==> src/hdl/wr_guard_pkg.sv <==
// Write guard sizes, index and counter types, state and fault enums, table records
package wr_guard_pkg;

  localparam int unsigned MaxWrTxns  = 4;
  localparam int unsigned HtCapacity = 4;
  localparam int unsigned IdWidth    = 4;
  localparam int unsigned CntWidth   = 8;
  localparam int unsigned LdIdxWidth = $clog2(MaxWrTxns);
  localparam int unsigned HtIdxWidth = $clog2(HtCapacity);
  // W-order FIFO depth equals MaxWrTxns, a power of two so pointers wrap naturally
  localparam int unsigned PtrWidth   = $clog2(MaxWrTxns);
  localparam int unsigned MaxCnt     = (2 ** CntWidth) - 1;

  typedef logic [IdWidth-1:0]    id_t;
  typedef logic [7:0]            len_t;
  typedef logic [CntWidth-1:0]   cnt_t;
  typedef logic [LdIdxWidth-1:0] ld_idx_t;
  typedef logic [HtIdxWidth-1:0] ht_idx_t;
  typedef logic [PtrWidth-1:0]   ptr_t;

  typedef enum logic [1:0] {
    WRITE_IDLE     = 2'd0,
    WRITE_ADDRESS  = 2'd1,
    WRITE_DATA     = 2'd2,
    WRITE_RESPONSE = 2'd3
  } write_state_e;

  typedef enum logic [2:0] {
    FAULT_NONE       = 3'd0,
    FAULT_AW_W       = 3'd1,
    FAULT_W_DATA     = 3'd2,
    FAULT_B_WAIT     = 3'd3,
    FAULT_UNWANTED_B = 3'd4
  } fault_e;

  // One record per outstanding write, chained per ID through next
  typedef struct packed {
    id_t          id;
    len_t         len;
    write_state_e state;
    cnt_t         w1_budget;
    cnt_t         w3_budget;
    ld_idx_t      next;
    logic         free;
  } linked_data_t;

  typedef struct packed {
    id_t     id;
    ld_idx_t head;
    ld_idx_t tail;
    logic    free;
  } head_tail_t;

endpackage

==> src/hdl/txn_counters.sv <==
// Per-record phase cycle counters, restarted on every state change
`timescale 1ns/100ps

module txn_counters
  import wr_guard_pkg::*;
(
  input  logic                         clk_i,
  input  logic                         reset_i,
  input  logic                         clear_i,
  input  write_state_e [MaxWrTxns-1:0] state_q_i,
  input  write_state_e [MaxWrTxns-1:0] state_d_i,
  output cnt_t [MaxWrTxns-1:0]         count_o
);

  cnt_t [MaxWrTxns-1:0] count_q;

  always_ff @(posedge clk_i) begin : proc_count
    if (reset_i || clear_i) begin
      count_q <= '0;
    end else begin
      for (int i = 0; i < MaxWrTxns; i++) begin
        // Zero in the first cycle of each phase, held at zero while idle
        if ((state_d_i[i] != state_q_i[i]) || (state_d_i[i] == WRITE_IDLE)) begin
          count_q[i] <= '0;
        end else if (count_q[i] != cnt_t'(MaxCnt)) begin
          count_q[i] <= count_q[i] + 1'b1;
        end
      end
    end
  end

  assign count_o = count_q;

  // A freed record must start its next phase from zero
  for (genvar i = 0; i < MaxWrTxns; i++) begin : gen_idle_check
    assert property (@(posedge clk_i) disable iff (reset_i)
      (state_q_i[i] == WRITE_IDLE) |-> (count_o[i] == '0))
      else $error("record %0d counts while idle", i);
  end

endmodule

==> config.mk <==
export PLATFORM = sky130hd
export DESIGN_NAME = txn_counters
export DESIGN_NICKNAME = d
export VERILOG_FILES = /design/src/hdl/wr_guard_pkg.sv /design/src/hdl/txn_counters.sv
export SDC_FILE = /design/constraint.sdc
export NUM_CORES = 1
export LEC_CHECK = 0
export BUFFER_PORTS_ARGS = -buffer_cell sky130_fd_sc_hd__buf_2
export CAP_MARGIN = 15
export CORE_MARGIN = 2
export CORE_UTILIZATION = 50
export CTS_CLUSTER_DIAMETER = 60
export DETAILED_ROUTE_END_ITERATION = 6
export PLACE_DENSITY = 0.82
export REMOVE_ABC_BUFFERS = 1
export SLEW_MARGIN = 20
export SYNTH_ARGS = -nofsm -noshare
export SYNTH_HDL_FRONTEND = slang
export SYNTH_SLANG_ARGS = --single-unit
export TNS_END_PERCENT = 50
==> constraint.sdc <==
create_clock -name clk_i -period 1.75 [get_ports clk_i]
set_clock_uncertainty 0.1 [all_clocks]
set_input_delay 0.0875 -clock clk_i [delete_from_list [all_inputs] [get_ports clk_i]]
set_output_delay 0.0875 -clock clk_i [all_outputs]
set_load 0.1 [all_outputs]
# Word level (Yosys, flattened, before mapping)
# Index checks and enable logic that the tools add are counted.
op_classes:
  add_sub_neg: 4
  eq_ne: 8
  reduce_logical: 13
op_table:
  columns: ["op", "count"]
  rows:
  - ["$add 8x1->8 const B", 4]
  - ["$ne 8x8->1 const B", 4]
  - ["$logic_not 2->1", 4]
  - ["$ne 2x2->1", 4]
  - ["$reduce_or 2->1", 4]
  - ["$logic_or 1x1->1", 5]
totals:
  ff_bits: 32
  elab_cells: 29

# Depth between registers and ports, before layout
logic_depth:
  ltp_word: 3
  mapped_depth: 5
  ltp_nobuf: 5

# Least setup slack after synthesis
# No wires, ideal clock.
synth_path:
  kind: "register -> register"
  startpoint: "reg count_q (netlist bit count_o[24])"
  endpoint: "reg count_q (netlist bit count_o[30])"
  setup_ps: 126
  t_arrival_ps: 2061
  path_slack_ps: -536
  path_stages_with_launch: 6
  n_path_buf: 0
  path_cell_list: "dfxtp_1 > ha_1 > nand2_1 > or4_1 > o21ai_1 > nor2_1"
synth_via:
  elab_chain_cells: 1
synth_lines:
  columns: ["item", "line", "text"]
  rows:
  - ["start: declaration", "txn_counters.sv:15", "cnt_t [MaxWrTxns-1:0] count_q;"]
  - ["start signal: indexed assignment", "txn_counters.sv:26", "count_q[i] <= count_q[i] + 1'b1;"]
  - ["$add 8x1->8 / $ne 8x8->1 (equally long branches)", "txn_counters.sv:26, txn_counters.sv:25", null]
# Parallel ways exist; a longest one is shown, timed or not.
# A chain may end at the register's enable or synchronous reset.

# Worst setup path in the final report
layout_path:
  startpoint: "reg count_q (netlist bit count_o[8])"
  endpoint: "reg count_q (netlist bit count_o[9])"
# Same word-level chain as after synthesis.

==> qor.yml <==
avgViaCountPerCell: 5.535
root_buffer: "clkbuf_4"
rr_startpoint: "count_o[8]"
max_freq_ghz: 0.6264
place_area_sq_um: 1893
via_count: 1572
die_w_um: 59.80
crit_family: "simple AND/OR/NAND/NOR gates"
drc_errors: 0
antenna_found_initial: 0
initial_core_util: 0.5183
startpoint_type: "flop"
synth_cells: 187
worstPathMaxFanout: 5
h-tree-depth: 2
fin_ws_ns: 0.1536
ctsResizeCount: 0
cpPeakStageDelay_ns: 0.40
clkTransAtPathRegs_ns: 0.10
synth-edff-count: 0
gr-usage-all-layers: 0.1976
grt_pass1_vias: 1289
hp-class: "in -> reg"
cts_buffer_depth: 2
ir_drop_mv: 0.4060
finalSetupViolations: 0
path_buf_inv: 0
io_pins: 51
largest_reg_flops: 32
p_leak_nw: 0.8712
ys_seq_elements: 32
slowest_stage: "dfxtp_1"
routed_wl_um: 3317
rsz0062_at_grt: "no"
critical_path.cell_chain: "ha_1 > and3_1 > and3_1 > mux2i_1 > nor2_1"
grt_pass1_wl_um: 5437
yosys_warnings: 0
io_buffer_count: 50
yosysTopAreaCellShare: 0.4116
antenna_cells: 0
coreArea_sq_um: 3003
synth.largest_area_cell: "dfxtp_1"
avgSynthCellArea_sq_um: 8.323
power-per-cell-area_nw_per_um2: 648.5
slew_viol_final: 0
maxCapViolations: 0
drt_iter0_drc: 105
relSlewSlack: 0.6763
cp.arrival_ns: 1.72
tightest_slew_ns: 0.4888
overflow: 0
clock-sinks: 32
holdBufCountCts: 0
design_area_sq_um: 1952
fin_total_pwr_mw: 1.266
synth_most_common_cell: "nor2_1"
synth_area_sq_um: 1556
synth_top_flop_cell: "dfxtp_1"
hold_slack_ns: 0.1658
crit_type: "reg -> reg"
finalHoldViolCount: 0
area_delta_synth_final_pct: 25.40
period_minus_slack_ns: 1.596
end_kind: "flop"
pre_cts_slack_ns: 0.1752
hp-start: "state_q_i[5]"
antenna_left: 0
cts_tree: "built"
ys_seq_area_frac: 0.4116
cts_setup_buffers: 0
fin_crit_sh: 0.9122
worstPathRequired_ns: 1.87
yosys-top-cells-count: "nor2_1, dfxtp_1, nand2_1, nor3_1, a31oi_1"
synth_cell_types: 26
layout.nets: 273
drive_above_1_share: 0.2829
die_h_um: 59.80
crit_top_cell: "and3_1"
post-dp-hpwl_um: 2413
numCtsBuffers: 5
post_drt_wl_per_cell_um: 11.68
grt_max_degree: 10
die-area_sq_um: 3575
num_rows: 20
crit_start: "count_o[8]"
clk_latency_ns: 0.33
drt_first_pass_iters: 4
async_flop_share: 0
place.gp.congestion: 0.8280
rrSetupSlack_ns: 0.15
yosys-top-cells-area: "dfxtp_1, nor2_1, nor3_1"
status: "complete, no violations"
==> kinds of logic after synthesis <==
group | share of synthesized area
DFF | 0.4116
xor gates and xnor gates | 0.04501
adders and majority gates | 0.03216
and+or+nand+nor | 0.3328
muxes | 0.04502
AOI/OAI and AO/OA | 0.1286
buffers and inverters | 0.004825
==> placed cells by master (no fill, tap or decap) <==
cell type / count
nor3b_1: 2
inv_1: 2
o21ai_1: 1
xnor2_1: 4
nand3_2: 1
clkbuf_1: 2
xor2_1: 4
nand4_1: 3
o21ai_0: 1
mux2i_1: 7
nor2_2: 1
nor3_1: 18
nor4bb_1: 1
and3_1: 11
dfxtp_1: 32
a211oi_1: 7
nor3_4: 2
a31oi_1: 12
nor2_1: 34
buf_4: 6
clkbuf_4: 5
nand2_1: 18
o31ai_1: 1
buf_2: 50
or4_1: 2
o21ai_2: 4
nand3_1: 10
clkbuf_8: 1
ha_1: 4
nand2_2: 1
a21oi_1: 4
==> final cells by class <==
class | instances | area [sq um]
tap | 33 | 41.29
inverter | 2 | 7.507
timing repair buffer | 56 | 295.3
multi-input combinational | 153 | 908.4
fill | 275 | 1051
clock buffer | 8 | 58.81
sequential | 32 | 640.6
==> per-stage QoR <==
step                      cells  TNS, ns    util
after floorplan             187   -10.00       -
after global placement      276        0  0.6304
after detailed placement    276        0  0.6304
after CTS                   284        0  0.6500
after global routing        284        0  0.6500
final                       284        0  0.6500
==> metal layers <==
metal / part of all wire / global-route usage
met3: 0.061 / 0.05628
met4: 0.011 / 0.07937
met1: 0.46 / 0.2500
met5: 0 / 0
met2: 0.47 / 0.3152
==> worst reg2reg max path, stage by stage (launching register included) <==
cell and delay [ns]:
dfxtp_1 0.40, ha_1 0.24, and3_1 0.26, and3_1 0.25, mux2i_1 0.19, nor2_1 0.05
==> path summary, 6_finish.rpt <==
kind / to / cells after the start
worst max-delay path: count_o[9] / 5
worst min-delay path: count_o[23] / 4
worst max register to register: count_o[9] / 5
worst min register to register: count_o[28] / 1
==> power breakdown <==
part	leakage (nW)	total, mW	internal (mW)	switching, mW
sequential	0.258	0.734	0.730	0.00322
combinational	0.581	0.0848	0.0340	0.0507
clock	0.0326	0.447	0.198	0.249
Power figures use the tool's default switching activity.
