<file path="src/hdl/wr_guard_pkg.sv">
// Write guard sizes, index and counter types, state and fault enums, table records
package wr_guard_pkg;

  localparam int unsigned MaxWrTxns  = 4;
  localparam int unsigned HtCapacity = 4;
  localparam int unsigned IdWidth    = 4;
  localparam int unsigned CntWidth   = 8;
  localparam int unsigned LdIdxWidth = $clog2(MaxWrTxns);
  localparam int unsigned HtIdxWidth = $clog2(HtCapacity);
  // W-order FIFO depth equals MaxWrTxns, a power of two so pointers wrap naturally
  localparam int unsigned PtrWidth   = $clog2(MaxWrTxns);
  localparam int unsigned MaxCnt     = (2 ** CntWidth) - 1;

  typedef logic [IdWidth-1:0]    id_t;
  typedef logic [7:0]            len_t;
  typedef logic [CntWidth-1:0]   cnt_t;
  typedef logic [LdIdxWidth-1:0] ld_idx_t;
  typedef logic [HtIdxWidth-1:0] ht_idx_t;
  typedef logic [PtrWidth-1:0]   ptr_t;

  typedef enum logic [1:0] {
    WRITE_IDLE     = 2'd0,
    WRITE_ADDRESS  = 2'd1,
    WRITE_DATA     = 2'd2,
    WRITE_RESPONSE = 2'd3
  } write_state_e;

  typedef enum logic [2:0] {
    FAULT_NONE       = 3'd0,
    FAULT_AW_W       = 3'd1,
    FAULT_W_DATA     = 3'd2,
    FAULT_B_WAIT     = 3'd3,
    FAULT_UNWANTED_B = 3'd4
  } fault_e;

  // One record per outstanding write, chained per ID through next
  typedef struct packed {
    id_t          id;
    len_t         len;
    write_state_e state;
    cnt_t         w1_budget;
    cnt_t         w3_budget;
    ld_idx_t      next;
    logic         free;
  } linked_data_t;

  typedef struct packed {
    id_t     id;
    ld_idx_t head;
    ld_idx_t tail;
    logic    free;
  } head_tail_t;

endpackage

</file>
<file path="src/hdl/wr_mon_if.sv">
// Observed AW, W and B channel signals with driver and monitor views
`timescale 1ns/100ps

interface wr_mon_if
  import wr_guard_pkg::*;
();

  logic aw_valid;
  logic aw_ready;
  id_t  aw_id;
  len_t aw_len;
  logic w_valid;
  logic w_ready;
  logic w_last;
  logic b_valid;
  logic b_ready;
  id_t  b_id;

  modport bus (
    output aw_valid, aw_ready, aw_id, aw_len, w_valid, w_ready, w_last, b_valid, b_ready, b_id
  );

  modport monitor (
    input aw_valid, aw_ready, aw_id, aw_len, w_valid, w_ready, w_last, b_valid, b_ready, b_id
  );

endinterface

</file>
<file path="src/hdl/txn_lookup.sv">
// Free slot search and AW/B ID matching over the head/tail and record tables
`timescale 1ns/100ps

module txn_lookup
  import wr_guard_pkg::*;
(
  wr_mon_if.monitor                    mon,
  input  head_tail_t [HtCapacity-1:0]  head_tail_i,
  input  linked_data_t [MaxWrTxns-1:0] linked_data_i,
  output ht_idx_t                      ht_free_idx_o,
  output ld_idx_t                      ld_free_idx_o,
  output logic                         ld_free_valid_o,
  output logic                         no_id_match_o,
  output ht_idx_t                      match_idx_o,
  output logic                         id_exists_o,
  output ht_idx_t                      rsp_idx_o
);

  logic [HtCapacity-1:0] aw_hit;
  logic [HtCapacity-1:0] b_hit;

  // Scans run downwards so the lowest index is the one left standing
  always_comb begin : proc_ht_search
    ht_free_idx_o = '0;
    no_id_match_o = 1'b1;
    match_idx_o   = '0;
    id_exists_o   = 1'b0;
    rsp_idx_o     = '0;
    for (int i = HtCapacity - 1; i >= 0; i--) begin
      if (head_tail_i[i].free) begin
        ht_free_idx_o = ht_idx_t'(i);
      end else begin
        if (head_tail_i[i].id == mon.aw_id) begin
          no_id_match_o = 1'b0;
          match_idx_o   = ht_idx_t'(i);
        end
        if (head_tail_i[i].id == mon.b_id) begin
          id_exists_o = 1'b1;
          rsp_idx_o   = ht_idx_t'(i);
        end
      end
    end
  end

  always_comb begin : proc_ld_search
    ld_free_idx_o   = '0;
    ld_free_valid_o = 1'b0;
    for (int i = MaxWrTxns - 1; i >= 0; i--) begin
      if (linked_data_i[i].free) begin
        ld_free_idx_o   = ld_idx_t'(i);
        ld_free_valid_o = 1'b1;
      end
    end
  end

  // Enqueue appends to an existing ID, so a looked-up ID sits in one live entry at most
  always_comb begin : proc_unique_id_check
    for (int i = 0; i < HtCapacity; i++) begin
      aw_hit[i] = !head_tail_i[i].free && (head_tail_i[i].id == mon.aw_id);
      b_hit[i]  = !head_tail_i[i].free && (head_tail_i[i].id == mon.b_id);
    end
    if (mon.aw_valid && mon.aw_ready) begin
      assert final ($onehot0(aw_hit)) else $error("AW ID matches several head/tail entries");
    end
    if (mon.b_valid && mon.b_ready) begin
      assert final ($onehot0(b_hit)) else $error("B ID matches several head/tail entries");
    end
  end

endmodule

</file>
<file path="src/flat_wrapper.sv">
// flat-port wrapper written by rule: the top's interface ports become plain ports
module txn_lookup_flat import wr_guard_pkg::*;
  (head_tail_i, linked_data_i, ht_free_idx_o, ld_free_idx_o, ld_free_valid_o, no_id_match_o, match_idx_o, id_exists_o, rsp_idx_o, mon_aw_valid, mon_aw_ready, mon_aw_id, mon_aw_len, mon_w_valid, mon_w_ready, mon_w_last, mon_b_valid, mon_b_ready, mon_b_id);
  wr_mon_if mon_i ();
  input  head_tail_t [HtCapacity-1:0] head_tail_i;
  input  linked_data_t [MaxWrTxns-1:0] linked_data_i;
  output ht_idx_t ht_free_idx_o;
  output ld_idx_t ld_free_idx_o;
  output logic ld_free_valid_o;
  output logic no_id_match_o;
  output ht_idx_t match_idx_o;
  output logic id_exists_o;
  output ht_idx_t rsp_idx_o;
  input wire logic [$bits(mon_i.aw_valid)-1:0] mon_aw_valid;
  input wire logic [$bits(mon_i.aw_ready)-1:0] mon_aw_ready;
  input wire logic [$bits(mon_i.aw_id)-1:0] mon_aw_id;
  input wire logic [$bits(mon_i.aw_len)-1:0] mon_aw_len;
  input wire logic [$bits(mon_i.w_valid)-1:0] mon_w_valid;
  input wire logic [$bits(mon_i.w_ready)-1:0] mon_w_ready;
  input wire logic [$bits(mon_i.w_last)-1:0] mon_w_last;
  input wire logic [$bits(mon_i.b_valid)-1:0] mon_b_valid;
  input wire logic [$bits(mon_i.b_ready)-1:0] mon_b_ready;
  input wire logic [$bits(mon_i.b_id)-1:0] mon_b_id;
  assign mon_i.aw_valid = mon_aw_valid;
  assign mon_i.aw_ready = mon_aw_ready;
  assign mon_i.aw_id = mon_aw_id;
  assign mon_i.aw_len = mon_aw_len;
  assign mon_i.w_valid = mon_w_valid;
  assign mon_i.w_ready = mon_w_ready;
  assign mon_i.w_last = mon_w_last;
  assign mon_i.b_valid = mon_b_valid;
  assign mon_i.b_ready = mon_b_ready;
  assign mon_i.b_id = mon_b_id;
  txn_lookup u_core (.mon(mon_i), .head_tail_i(head_tail_i), .linked_data_i(linked_data_i), .ht_free_idx_o(ht_free_idx_o), .ld_free_idx_o(ld_free_idx_o), .ld_free_valid_o(ld_free_valid_o), .no_id_match_o(no_id_match_o), .match_idx_o(match_idx_o), .id_exists_o(id_exists_o), .rsp_idx_o(rsp_idx_o));
endmodule
</file>
<file path="config.mk">
export PLATFORM = sky130hd
export DESIGN_NAME = txn_lookup_flat
export DESIGN_NICKNAME = d
export VERILOG_FILES = /design/src/hdl/wr_guard_pkg.sv /design/src/hdl/wr_mon_if.sv /design/src/hdl/txn_lookup.sv /design/src/flat_wrapper.sv
export SDC_FILE = /design/constraint.sdc
export NUM_CORES = 1
export LEC_CHECK = 0
export BUFFER_PORTS_ARGS = -buffer_cell sky130_fd_sc_hd__buf_2
export CAP_MARGIN = 10
export CELL_PAD_IN_SITES_DETAIL_PLACEMENT = 1
export CELL_PAD_IN_SITES_GLOBAL_PLACEMENT = 1
export CORE_AREA = 2 2 78 80
export DETAILED_ROUTE_END_ITERATION = 6
export DIE_AREA = 0 0 80 82
export GPL_ROUTABILITY_DRIVEN = 1
export GPL_TIMING_DRIVEN = 0
export PLACE_DENSITY_LB_ADDON = 0.3
export REMOVE_ABC_BUFFERS = 1
export SYNTH_ARGS = -nofsm -noshare
export SYNTH_HDL_FRONTEND = slang
export SYNTH_SLANG_ARGS = --single-unit
</file>
<file path="constraint.sdc">
create_clock -name vclk -period 0.8
set_input_delay 0 -clock vclk [all_inputs]
set_output_delay 0 -clock vclk [all_outputs]
set_load 0.03 [all_outputs]
</file>
# Word level (Yosys, flattened, before mapping)
# Index checks and enable logic that the tools add are counted.
[word_totals]
out_inout_bits = 11
wordCells = 52
reg_bits = 0
[classes]
eq_ne = 8
n_mux = 44
[op_table]
columns = ["op", "n"]
rows = [
  ["$mux 2", 24],
  ["$eq 4x4->1", 8],
  ["$mux 1", 20],
]

# Logic depth before layout (Yosys ltp)
# Gate-level depths: netlist of run 1.
[depth]
word_depth = 9
ltp_mapped = 6

# Least setup slack after synthesis of run 1
# No wires, ideal clock.
[synth_path]
path_type = "input to output"
start = "in mon_aw_id[3]"
end = "out match_idx_o[1]"
cell_stages = 5
t_arrival_ns = 1.085
path_slack_ns = -0.285
path_cell_list = "clkbuf_4 -> xor2_1 -> nor3_1 -> nand3_1 -> a21oi_1"
[synth_between]
elab_chain_len = 9
word_cells_on_any_way = 12
classes_between = "eq/ne (4); mux (8)"
[synth_rtl]
columns = ["element", "line_no", "rtl"]
rows = [
  ["start: declaration", "flat_wrapper.sv:16", "input wire logic [$bits(mon_i.aw_id)-1:0] mon_aw_id;"],
  ["$eq 4x4->1", "n/a", ""],
  ["$mux 2", "txn_lookup.sv:33", "if (head_tail_i[i].id == mon.aw_id) begin"],
  ["$mux 2", "txn_lookup.sv:30", "if (head_tail_i[i].free) begin"],
  ["$mux 2", "txn_lookup.sv:33", ""],
  ["$mux 2", "txn_lookup.sv:30", ""],
  ["$mux 2", "txn_lookup.sv:33", ""],
  ["$mux 2", "txn_lookup.sv:30", ""],
  ["$mux 2", "txn_lookup.sv:33", ""],
  ["$mux 2 *", "txn_lookup.sv:30", ""],
  ["end: declaration", "flat_wrapper.sv:11", "output ht_idx_t match_idx_o;"],
]
# Mark *: on every way between the ends. The rest lies on a longest branch, timed or not.

# Worst setup path after layout of run 1
[layout_path]
start = "in head_tail_i[24] in the netlist's numbering"
end = "out rsp_idx_o[1]"
[layout_between]
elab_chain_len = 7
[layout_rtl]
columns = ["element", "line_no", "rtl"]
rows = [
  ["start: declaration", "flat_wrapper.sv:5", "input head_tail_t [HtCapacity-1:0] head_tail_i;"],
  ["$eq 4x4->1 *", "txn_lookup.sv:37", "if (head_tail_i[i].id == mon.b_id) begin"],
  ["$mux 2 *", "txn_lookup.sv:37", ""],
  ["$mux 2 *", "txn_lookup.sv:30", ""],
  ["$mux 2", "txn_lookup.sv:37", ""],
  ["$mux 2 *", "txn_lookup.sv:30", ""],
  ["$mux 2", "txn_lookup.sv:37", ""],
  ["$mux 2 *", "txn_lookup.sv:30", ""],
  ["end: declaration", "flat_wrapper.sv:13", "output ht_idx_t rsp_idx_o;"],
]
# Marked as above.

==> reports/metrics.yaml, run 1 <==
floorplan:
  io_pins: 202
  start_util_pct: 8.58
  rows: 28
  dieArea_um2: 6560
  core_um2: 5750
  die_h_um: 82
  die_x_um: 80
run_status:
  status: "complete, but fails checks"
  violations: "setup timing"
final_layout:
  syn2layout_area_growth_pct: 147
  fin_cells: 196
  final_cell_mix: "22 x buf_2, 14 x buf_6, 13 x xnor2_1, 9 x nor2_1, 8 x xor2_1"
  final_common_cell: "buf_2"
  seqCellArea_um2: 0
  drive_gt1_share_pct: 65.3
  seq_cells: 0
  nets: 314
  n_antenna_cell: 0
  nClkBuffers: 0
  utilization_pct: 21.2
detailed_routing:
  drtPass1Iterations: 2
  vias: 663
  initialDrtViolationCount: 9
  drc: 0
  routed_wl_um: 2350
  via_per_inst: 3.38
  ant_nets: 0
  wl_per_cell_um: 12.0
worst_hold_path:
  holdCritStartpoint: "linked_data_i[0]"
  hold_path_depth: 3
  holdCritPathClass: "primary input to primary output"
  whs_endpoint: "ld_free_idx_o[0]"
sta:
  hold-worst-slack_ns: 0.311
  setup_ws_ns: -0.227
  finalHoldViolCount: 0
  worstMarginPinSlew_ns: 0.236
  finalSetupViolations: 6
  finalMaxSlewViolations: 0
  rsz0062_at_grt: "yes"
  maxSlewHeadroom_pct: 84.2
  max_freq_mhz: 973
  min_period_ns: 1.03
  period_share_pct: 128
global_route:
  grt_start_max_net_pins: 5
  grt_pass1_vias: 704
  antenna_found_initial: 0
  gr-usage-all-layers_pct: 6.52
  grt_pass1_wl_um: 3400
  gr-total-overflow: 0
synth:
  synth_cells: 73
  syn_avg_cell_area_um2: 6.75
  yosysUniqueCellTypes: 14
  synth_top_family_by_area: "XOR/XNOR gates"
  synth_compound_area_share_pct: 6.85
  synth_xor_area_share_pct: 56.9
  syn-cell-area_um2: 493
  synth-simple-area-share_pct: 31.0
  synth_mux_area_share_pct: 0
  synth_seq_area_share_pct: 0
  ys_warn_count: 0
  synthAdderAreaFrac_pct: 0
power_and_ir_drop:
  cellLeakagePower_nw: 0.518
  vdd_ir_drop_max_mv: 0.213
  powerDensity_nw_per_um2: 588
place:
  dpl.cell_count: 189
  gp_congestion: 0.692
  portBuffers: 43
job:
  max_cap_violations: 0
setup_path:
  cp.buffers_inverters: 2
  crit_path_top_delay_cell: "a21oi_4"
  cp-end-kind: "primary output"
  worst-path-stages: 6
  critPathKind: "primary input to primary output"
  cp_cell_sequence: "buf_8, xor2_2, nor3_2, nand3_2, a21oi_4, buf_6"
  critPathMaxStageDelay_ns: 0.22
  crit_family: "simple AND/OR/NAND/NOR gates"
  cp.arrival_ns: 1.03
  cp.required_ns: 0.80
  cp_max_fo: 3
  start_kind: "primary input"
clock_network:
  cts_hold_buf: 0
[through the flow]
step | power (mW) | setup WS (ns) | cell area, um2 | setup TNS (ns)
final | 0.715 | -0.227 | 1220 | -1.02
after global routing | 0.771 | -0.281 | 1220 | -1.43
after floorplan | 0.261 | -0.201 | 474 | -0.534
after CTS | 0.596 | -0.239 | 990 | -1.15
after global placement | 0.480 | -0.393 | 783 | -1.97
after detailed placement | 0.482 | -0.362 | 783 | -1.85
[timing repair]
item / CTS / global route
setup buffers: 4 / 3
setup endpoints to repair: 6 / 6
endpoints found under the hold margin: 0 / 0
gates resized for setup: 45 / 41
pin swaps: 12 / 18
[report_power, final]
part / leakage [nW] / switching [mW] / internal (mW)
Sequential: 0 / 0 / 0
Combinational: 0.518 / 0.347 / 0.369
Clock: 0 / 0 / 0
Total: 0.518 / 0.347 / 0.369
[layout make-up]
class | count | area (um2)
Fill cell | 698 | 4530
Inverter | 2 | 7.51
Multi-Input combinational cell | 69 | 684
Tap cell | 75 | 93.8
Timing Repair Buffer | 50 | 430
[how the worst max path moves through the flow]
stage,start,endpoint
finish,head_tail_i[24],rsp_idx_o[1]
global route,head_tail_i[6],id_exists_o
CTS,head_tail_i[7],id_exists_o
detailed placement,mon_b_id[2],rsp_idx_o[1]
global placement,mon_b_id[0],rsp_idx_o[0]
floorplan,mon_b_id[0],rsp_idx_o[0]
[cells in the mapped netlist, drive strengths merged]
cell type	instances	area, um2
a21oi	6	33.8
buf	1	11.3
clkbuf	1	7.51
inv	2	7.51
nand2	2	7.51
nand2b	4	25.0
nand3	4	20.0
nand3b	1	7.51
nand4	4	25.0
nor2	10	37.5
nor3	6	30.0
xnor2	20	175
xor2	12	105
[worst min-delay path, cell delays in order]
cell and delay (ns):
buf_2 0.10, nor2_1 0.04, buf_2 0.17
[cell families (layout without fill, tap and decap cells)]
kind of cell	after synthesis	in the layout
AND/OR/NAND/NOR	31	31
XOR/XNOR	32	32
AO/OA/AOI/OAI	6	6
buffers and inverters	4	52
[per-layer routing]
layer  share of wire, %  track usage [%]  vias to the layer above
li1                   -                -                      335
met1                 42             8.77                      305
met2                 52             11.8                       23
met3                5.7            0.879                        0
met4                  0                0                        0
met5                  0                0                        -
Note: power is estimated with default switching activity, not from simulation.
==> run 2, diff against run 1 <==
--- a/config.mk
+++ b/config.mk
@@ -15,7 +15,6 @@
 export GPL_ROUTABILITY_DRIVEN = 1
 export GPL_TIMING_DRIVEN = 0
 export PLACE_DENSITY_LB_ADDON = 0.3
-export REMOVE_ABC_BUFFERS = 1
 export SYNTH_ARGS = -nofsm -noshare
 export SYNTH_HDL_FRONTEND = slang
 export SYNTH_SLANG_ARGS = --single-unit
==> reports/metrics.yaml, run 2 (synthesis gave the netlist of run 1 again) <==
place:
  dpl.hpwl_um: 2100
  gp_congestion: 0.763  # was 0.692
  portBuffers: 41  # was 43
  postPlaceCellArea_um2: 845  # was 783 um2
  pre_cts_ws_ns: -0.388  # was -0.362 ns
detailed_routing:
  dr_wl_met2_um: 1250  # was 1220 um
  wl_per_cell_um: 12.8  # was 12.0 um
  ant_nets: 0  # unchanged
  via_per_inst: 3.51  # was 3.38
  drc: 0  # unchanged
  wirelength_met1_um: 1070  # was 991 um
  routed_wl_um: 2470  # was 2350 um
  vias: 677  # was 663
  dr_wl_met3_um: 148  # was 135 um
  highest_layer: "met3"  # unchanged
  initialDrtViolationCount: 6  # was 9
  drtPass1Iterations: 2  # unchanged
final_layout:
  final_cell_mix: "20 x buf_2, 15 x xnor2_1, 15 x buf_6, 9 x nor2_1, 9 x xor2_1"  # was 22 x buf_2, 14 x buf_6, 13 x xnor2_1, 9 x nor2_1, 8 x xor2_1
  seq_cells: 0  # unchanged
  nClkBuffers: 0  # unchanged
  n_antenna_cell: 0  # unchanged
  drive_gt1_share_pct: 61.9  # was 65.3%
  utilization_pct: 20.4  # was 21.2%
  final.fill_count: 704  # was 698
  final_common_cell: "buf_2"  # unchanged
  seqCellArea_um2: 0  # unchanged
  finalInstanceArea_um2: 1170  # was 1220 um2
  nets: 311  # was 314
  syn2layout_area_growth_pct: 137  # was 147%
clock_network:
  cts_hold_buf: 0  # unchanged
power_and_ir_drop:
  cellLeakagePower_nw: 0.495  # was 0.518 nW
  vdd_ir_drop_max_mv: 0.193  # was 0.213 mV
  powerDensity_nw_per_um2: 591  # was 588 nW/um2
  total_power_mw: 0.692  # was 0.715 mW
setup_path:
  cp.buffers_inverters: 2  # unchanged
  cp_max_fo: 2  # was 3
  critPathMaxStageDelay_ns: 0.21  # was 0.22 ns
  critPathKind: "primary input to primary output"  # unchanged
  cp.required_ns: 0.80  # about the same
  cp_cell_sequence: "buf_6, xnor2_2, nand3_2, nor3_4, nand2b_4, a21oi_4, buf_6"  # was buf_8, xor2_2, nor3_2, nand3_2, a21oi_4, buf_6
  start_kind: "primary input"  # unchanged
  cp-end-kind: "primary output"  # unchanged
  crit_path_top_delay_cell: "nor3_4"  # was a21oi_4
  crit_top_cell: "buf_6"
  cp.arrival_ns: 1.01  # was 1.03 ns
  crit_family: "simple AND/OR/NAND/NOR gates"  # unchanged
sta:
  max_freq_mhz: 995  # was 973 MHz
  maxSlewHeadroom_pct: 82.8  # was 84.2%
  period_share_pct: 126  # was 128%
  rsz0062_at_grt: "yes"  # unchanged
  setup_ws_ns: -0.205  # was -0.227 ns
  tns_ns: -1.07  # was -1.02 ns
  worstMarginPinSlew_ns: 0.257  # was 0.236 ns
  finalHoldViolCount: 0  # unchanged
  finalMaxSlewViolations: 0  # unchanged
  finalSetupViolations: 6  # unchanged
  min_period_ns: 1.01  # was 1.03 ns
run_status:
  violations: "setup timing"  # unchanged
  status: "complete, but fails checks"  # unchanged
worst_hold_path:
  holdCritStartpoint: "linked_data_i[0]"  # unchanged
  whs_endpoint: "ld_free_idx_o[0]"  # unchanged
  hold_path_depth: 3  # unchanged
  holdCritPathClass: "primary input to primary output"  # unchanged
global_route:
  antenna_found_initial: 0  # unchanged
  gr-total-overflow: 0  # unchanged
  grt_pass1_vias: 800  # was 704
  grt_pass1_wl_um: 3820  # was 3400 um
  gr-usage-all-layers_pct: 7.41  # was 6.52%
  grt_start_max_net_pins: 5  # unchanged
floorplan:
  io_pins: 202  # unchanged
  die_h_um: 82  # unchanged
  dieArea_um2: 6560  # unchanged
  start_util_pct: 8.58  # unchanged
  die_x_um: 80  # unchanged
  core_um2: 5750  # unchanged
  rows: 28  # unchanged
synth:
  synth_nets: 264
job:
  max_cap_violations: 0  # unchanged
==> run 2: worst max-delay path by stage <==
stage | startpoint | to | slack [ns] | cells after the start
floorplan | mon_aw_id[3] | match_idx_o[1] | -0.11 | 5
global placement | mon_b_id[1] | id_exists_o | -0.39 | 7
detailed placement | mon_b_id[1] | id_exists_o | -0.39 | 7
CTS | head_tail_i[8] | id_exists_o | -0.22 | 7
global route | head_tail_i[7] | match_idx_o[1] | -0.27 | 7
finish | head_tail_i[6] | match_idx_o[1] | -0.21 | 7
==> run 2: through the flow <==
stage | cells | hold WS (ns)
final | 193 | 0.311
after global routing | 193 | 0.333
after detailed placement | 189 | 0.309
after CTS | 192 | 0.310
after global placement | 189 | 0.308
after floorplan | 73 | 0.112
==> run 2: what timing repair did <==
item | 4_1_cts | 5_1_grt
setup buffers | 3 | 1
pin swaps | 18 | 14
endpoints found under the setup margin | 6 | 6
resized for setup | 41 | 29
==> run 2: power by group <==
part,total [mW],leakage [nW],switching (mW),internal [mW]
clock network,0,0,0,0
registers,0,0,0,0
logic,0.692,0.495,0.342,0.350
==> run 2: layout make-up <==
class	instances	area, um2	share of cell area, %
multi-input cells	69	657	56.1
repair buffers	45	385	32.9
well taps	75	93.8	8.02
plain buffers	2	26.3	2.25
inverters	2	7.51	0.642
==> run 2: routing by layer <==
layer  global-route usage, %  vias to the layer above
met3                   0.549                        0
met1                    9.49                      318
met5                       0                        -
met2                    14.3                       29
met4                       0                        0
li1                        -                      330
==> run 3, diff against run 2 <==
--- a/config.mk
+++ b/config.mk
@@ -9,9 +9,10 @@
 export CAP_MARGIN = 10
 export CELL_PAD_IN_SITES_DETAIL_PLACEMENT = 1
 export CELL_PAD_IN_SITES_GLOBAL_PLACEMENT = 1
-export CORE_AREA = 2 2 78 80
+export CORE_ASPECT_RATIO = 1.1
+export CORE_MARGIN = 5
+export CORE_UTILIZATION = 10
 export DETAILED_ROUTE_END_ITERATION = 6
-export DIE_AREA = 0 0 80 82
 export GPL_ROUTABILITY_DRIVEN = 1
 export GPL_TIMING_DRIVEN = 0
 export PLACE_DENSITY_LB_ADDON = 0.3
==> reports/metrics.yaml, run 3 (synthesis gave the netlist of run 1 again) <==
final_layout:
  n_antenna_cell: 0  # unchanged
  nClkBuffers: 0  # unchanged
  final_cell_mix: "22 x buf_2, 15 x xnor2_1, 14 x buf_6, 10 x xor2_1, 9 x nor2_1"  # was 20 x buf_2, 15 x xnor2_1, 15 x buf_6, 9 x nor2_1, 9 x xor2_1
  final.fill_count: 558  # was 704
  seq_cells: 0  # unchanged
  fin_cells: 174  # was 193
  nets: 311  # unchanged
  drive_gt1_share_pct: 61.0  # was 61.9%
  syn2layout_area_growth_pct: 127  # was 137%
  seqCellArea_um2: 0  # unchanged
  final_common_cell: "buf_2"  # unchanged
global_route:
  gr-usage-all-layers_pct: 7.31  # was 7.41%
  antenna_found_initial: 1  # was 0
  grt_pass1_wl_um: 3900  # was 3820 um
  grt_pass1_vias: 823  # was 800
  grt_start_max_net_pins: 5  # unchanged
  gr-total-overflow: 0  # unchanged
clock_network:
  cts_hold_buf: 0  # unchanged
sta:
  rsz0062_at_grt: "yes"  # unchanged
  max_freq_mhz: 1020  # was 995 MHz
  finalSetupViolations: 6  # unchanged
  min_period_ns: 0.981  # was 1.01 ns
  finalHoldViolCount: 0  # unchanged
  finalMaxSlewViolations: 0  # unchanged
  period_share_pct: 123  # was 126%
  worstMarginPinSlew_ns: 0.263  # was 0.257 ns
  setup_ws_ns: -0.181  # was -0.205 ns
  tns_ns: -0.905  # was -1.07 ns
  maxSlewHeadroom_pct: 82.4  # was 82.8%
power_and_ir_drop:
  clkPwrFrac_pct: 0  # about the same
  power.net_switching_mw: 0.338  # was 0.342 mW
  comb_power_share_pct: 100.0  # about the same
  p_int_mw: 0.339  # was 0.350 mW
  powerDensity_nw_per_um2: 605  # was 591 nW/um2
  p_seq_share_pct: 0  # about the same
  vdd_ir_drop_max_mv: 0.182  # was 0.193 mV
  p_sw_share_pct: 49.9  # was 49.4%
  cellLeakagePower_nw: 0.489  # was 0.495 nW
run_status:
  violations: "setup timing"  # unchanged
  status: "complete, but fails checks"  # unchanged
setup_path:
  cp_max_fo: 2  # unchanged
  cp_cell_sequence: "buf_8, xnor2_1, nand3_2, nor3_4, nand2b_4, a21oi_2, buf_6"  # was buf_6, xnor2_2, nand3_2, nor3_4, nand2b_4, a21oi_4, buf_6
  cp-end-kind: "primary output"  # unchanged
  critPathKind: "primary input to primary output"  # unchanged
  cp.required_ns: 0.80  # about the same
  start_kind: "primary input"  # unchanged
  cp.buffers_inverters: 2  # unchanged
  critPathMaxStageDelay_ns: 0.20  # was 0.21 ns
  cp.arrival_ns: 0.98  # was 1.01 ns
  crit_family: "simple AND/OR/NAND/NOR gates"  # unchanged
  crit_path_top_delay_cell: "xnor2_1"  # was nor3_4
worst_hold_path:
  holdCritStartpoint: "linked_data_i[33]"  # was linked_data_i[0]
  whs_endpoint: "ld_free_idx_o[1]"  # was ld_free_idx_o[0]
  holdCritPathClass: "primary input to primary output"  # unchanged
  hold_path_depth: 3  # unchanged
detailed_routing:
  vias: 674  # was 677
  routed_wl_um: 2400  # was 2470 um
  ant_nets: 0  # unchanged
  wl_per_cell_um: 13.8  # was 12.8 um
  via_per_inst: 3.87  # was 3.51
  highest_layer: "met5"  # was met3
  dr_wl_met2_um: 1100  # was 1250 um
  drc: 0  # unchanged
  wirelength_met1_um: 1050  # was 1070 um
  drtPass1Iterations: 2  # unchanged
  dr_wl_met3_um: 235  # was 148 um
  initialDrtViolationCount: 2  # was 6
place:
  dpl.hpwl_um: 2150  # was 2100 um
  gp_congestion: 0.724  # was 0.763
  portBuffers: 41  # unchanged
  dpl.cell_count: 170  # was 189
floorplan:
  rows: 26  # was 28
  dieArea_um2: 6440  # was 6560 um2
  die_h_um: 83.6  # was 82 um
  core_um2: 4720  # was 5750 um2
  die_x_um: 76.9  # was 80 um
  start_util_pct: 10.5  # was 8.58%
  io_pins: 202  # unchanged
job:
  max_cap_violations: 0  # unchanged
synth:
  synth_nets: 264  # unchanged
## run 3: worst max path at each step
stage	startpoint	end	slack, ns	cells after the start
floorplan	mon_aw_id[3]	match_idx_o[1]	-0.11	5
detailed placement	mon_aw_id[2]	match_idx_o[1]	-0.43	7
finish	head_tail_i[6]	match_idx_o[1]	-0.18	7
global route	head_tail_i[6]	match_idx_o[1]	-0.24	7
global placement	mon_aw_id[2]	match_idx_o[1]	-0.42	7
CTS	head_tail_i[6]	id_exists_o	-0.23	7
## run 3: layer usage
layer	global-route usage, %	up-vias
met5	0	-
met4	0	2
met3	2.59	2
met2	12.6	34
met1	9.25	306
li1	-	330
## run 3: power by group through the flow
stage / clock network, mW / logic [mW] / registers, mW
after floorplan: 0 / 0.302 / 0
after global placement: 0 / 0.508 / 0
after detailed placement: 0 / 0.515 / 0
after CTS: 0 / 0.653 / 0
after global routing: 0 / 0.727 / 0
final: 0 / 0.677 / 0
## run 3: metrics by stage
stage | hold slack (ns) | utilization [%] | instance area, um2 | setup WS (ns) | total power [mW]
6_report | 0.316 | 23.7 | 1120 | -0.181 | 0.677
5_1_grt | 0.337 | 23.7 | 1120 | -0.236 | 0.727
4_1_cts | 0.318 | 22.5 | 1060 | -0.233 | 0.653
3_5_place_dp | 0.317 | 17.4 | 821 | -0.428 | 0.515
3_3_place_gp | 0.302 | 17.4 | 821 | -0.422 | 0.508
2_1_floorplan | 0.112 | - | 546 | -0.110 | 0.302
## run 3: final cells by class
class	instances	area [um2]	area share, %
Tap cell	56	70.1	6.26
Buffer	2	25.0	2.24
Timing Repair Buffer	45	374	33.4
Multi-Input combinational cell	69	642	57.4
Inverter	2	7.51	0.671
## run 3: what timing repair did
action                     CTS  global route
pin swaps                   19            12
buffers inserted             4             0
gates resized for setup     48            14
setup endpoints to repair    6             6
hold endpoints to repair     0             0
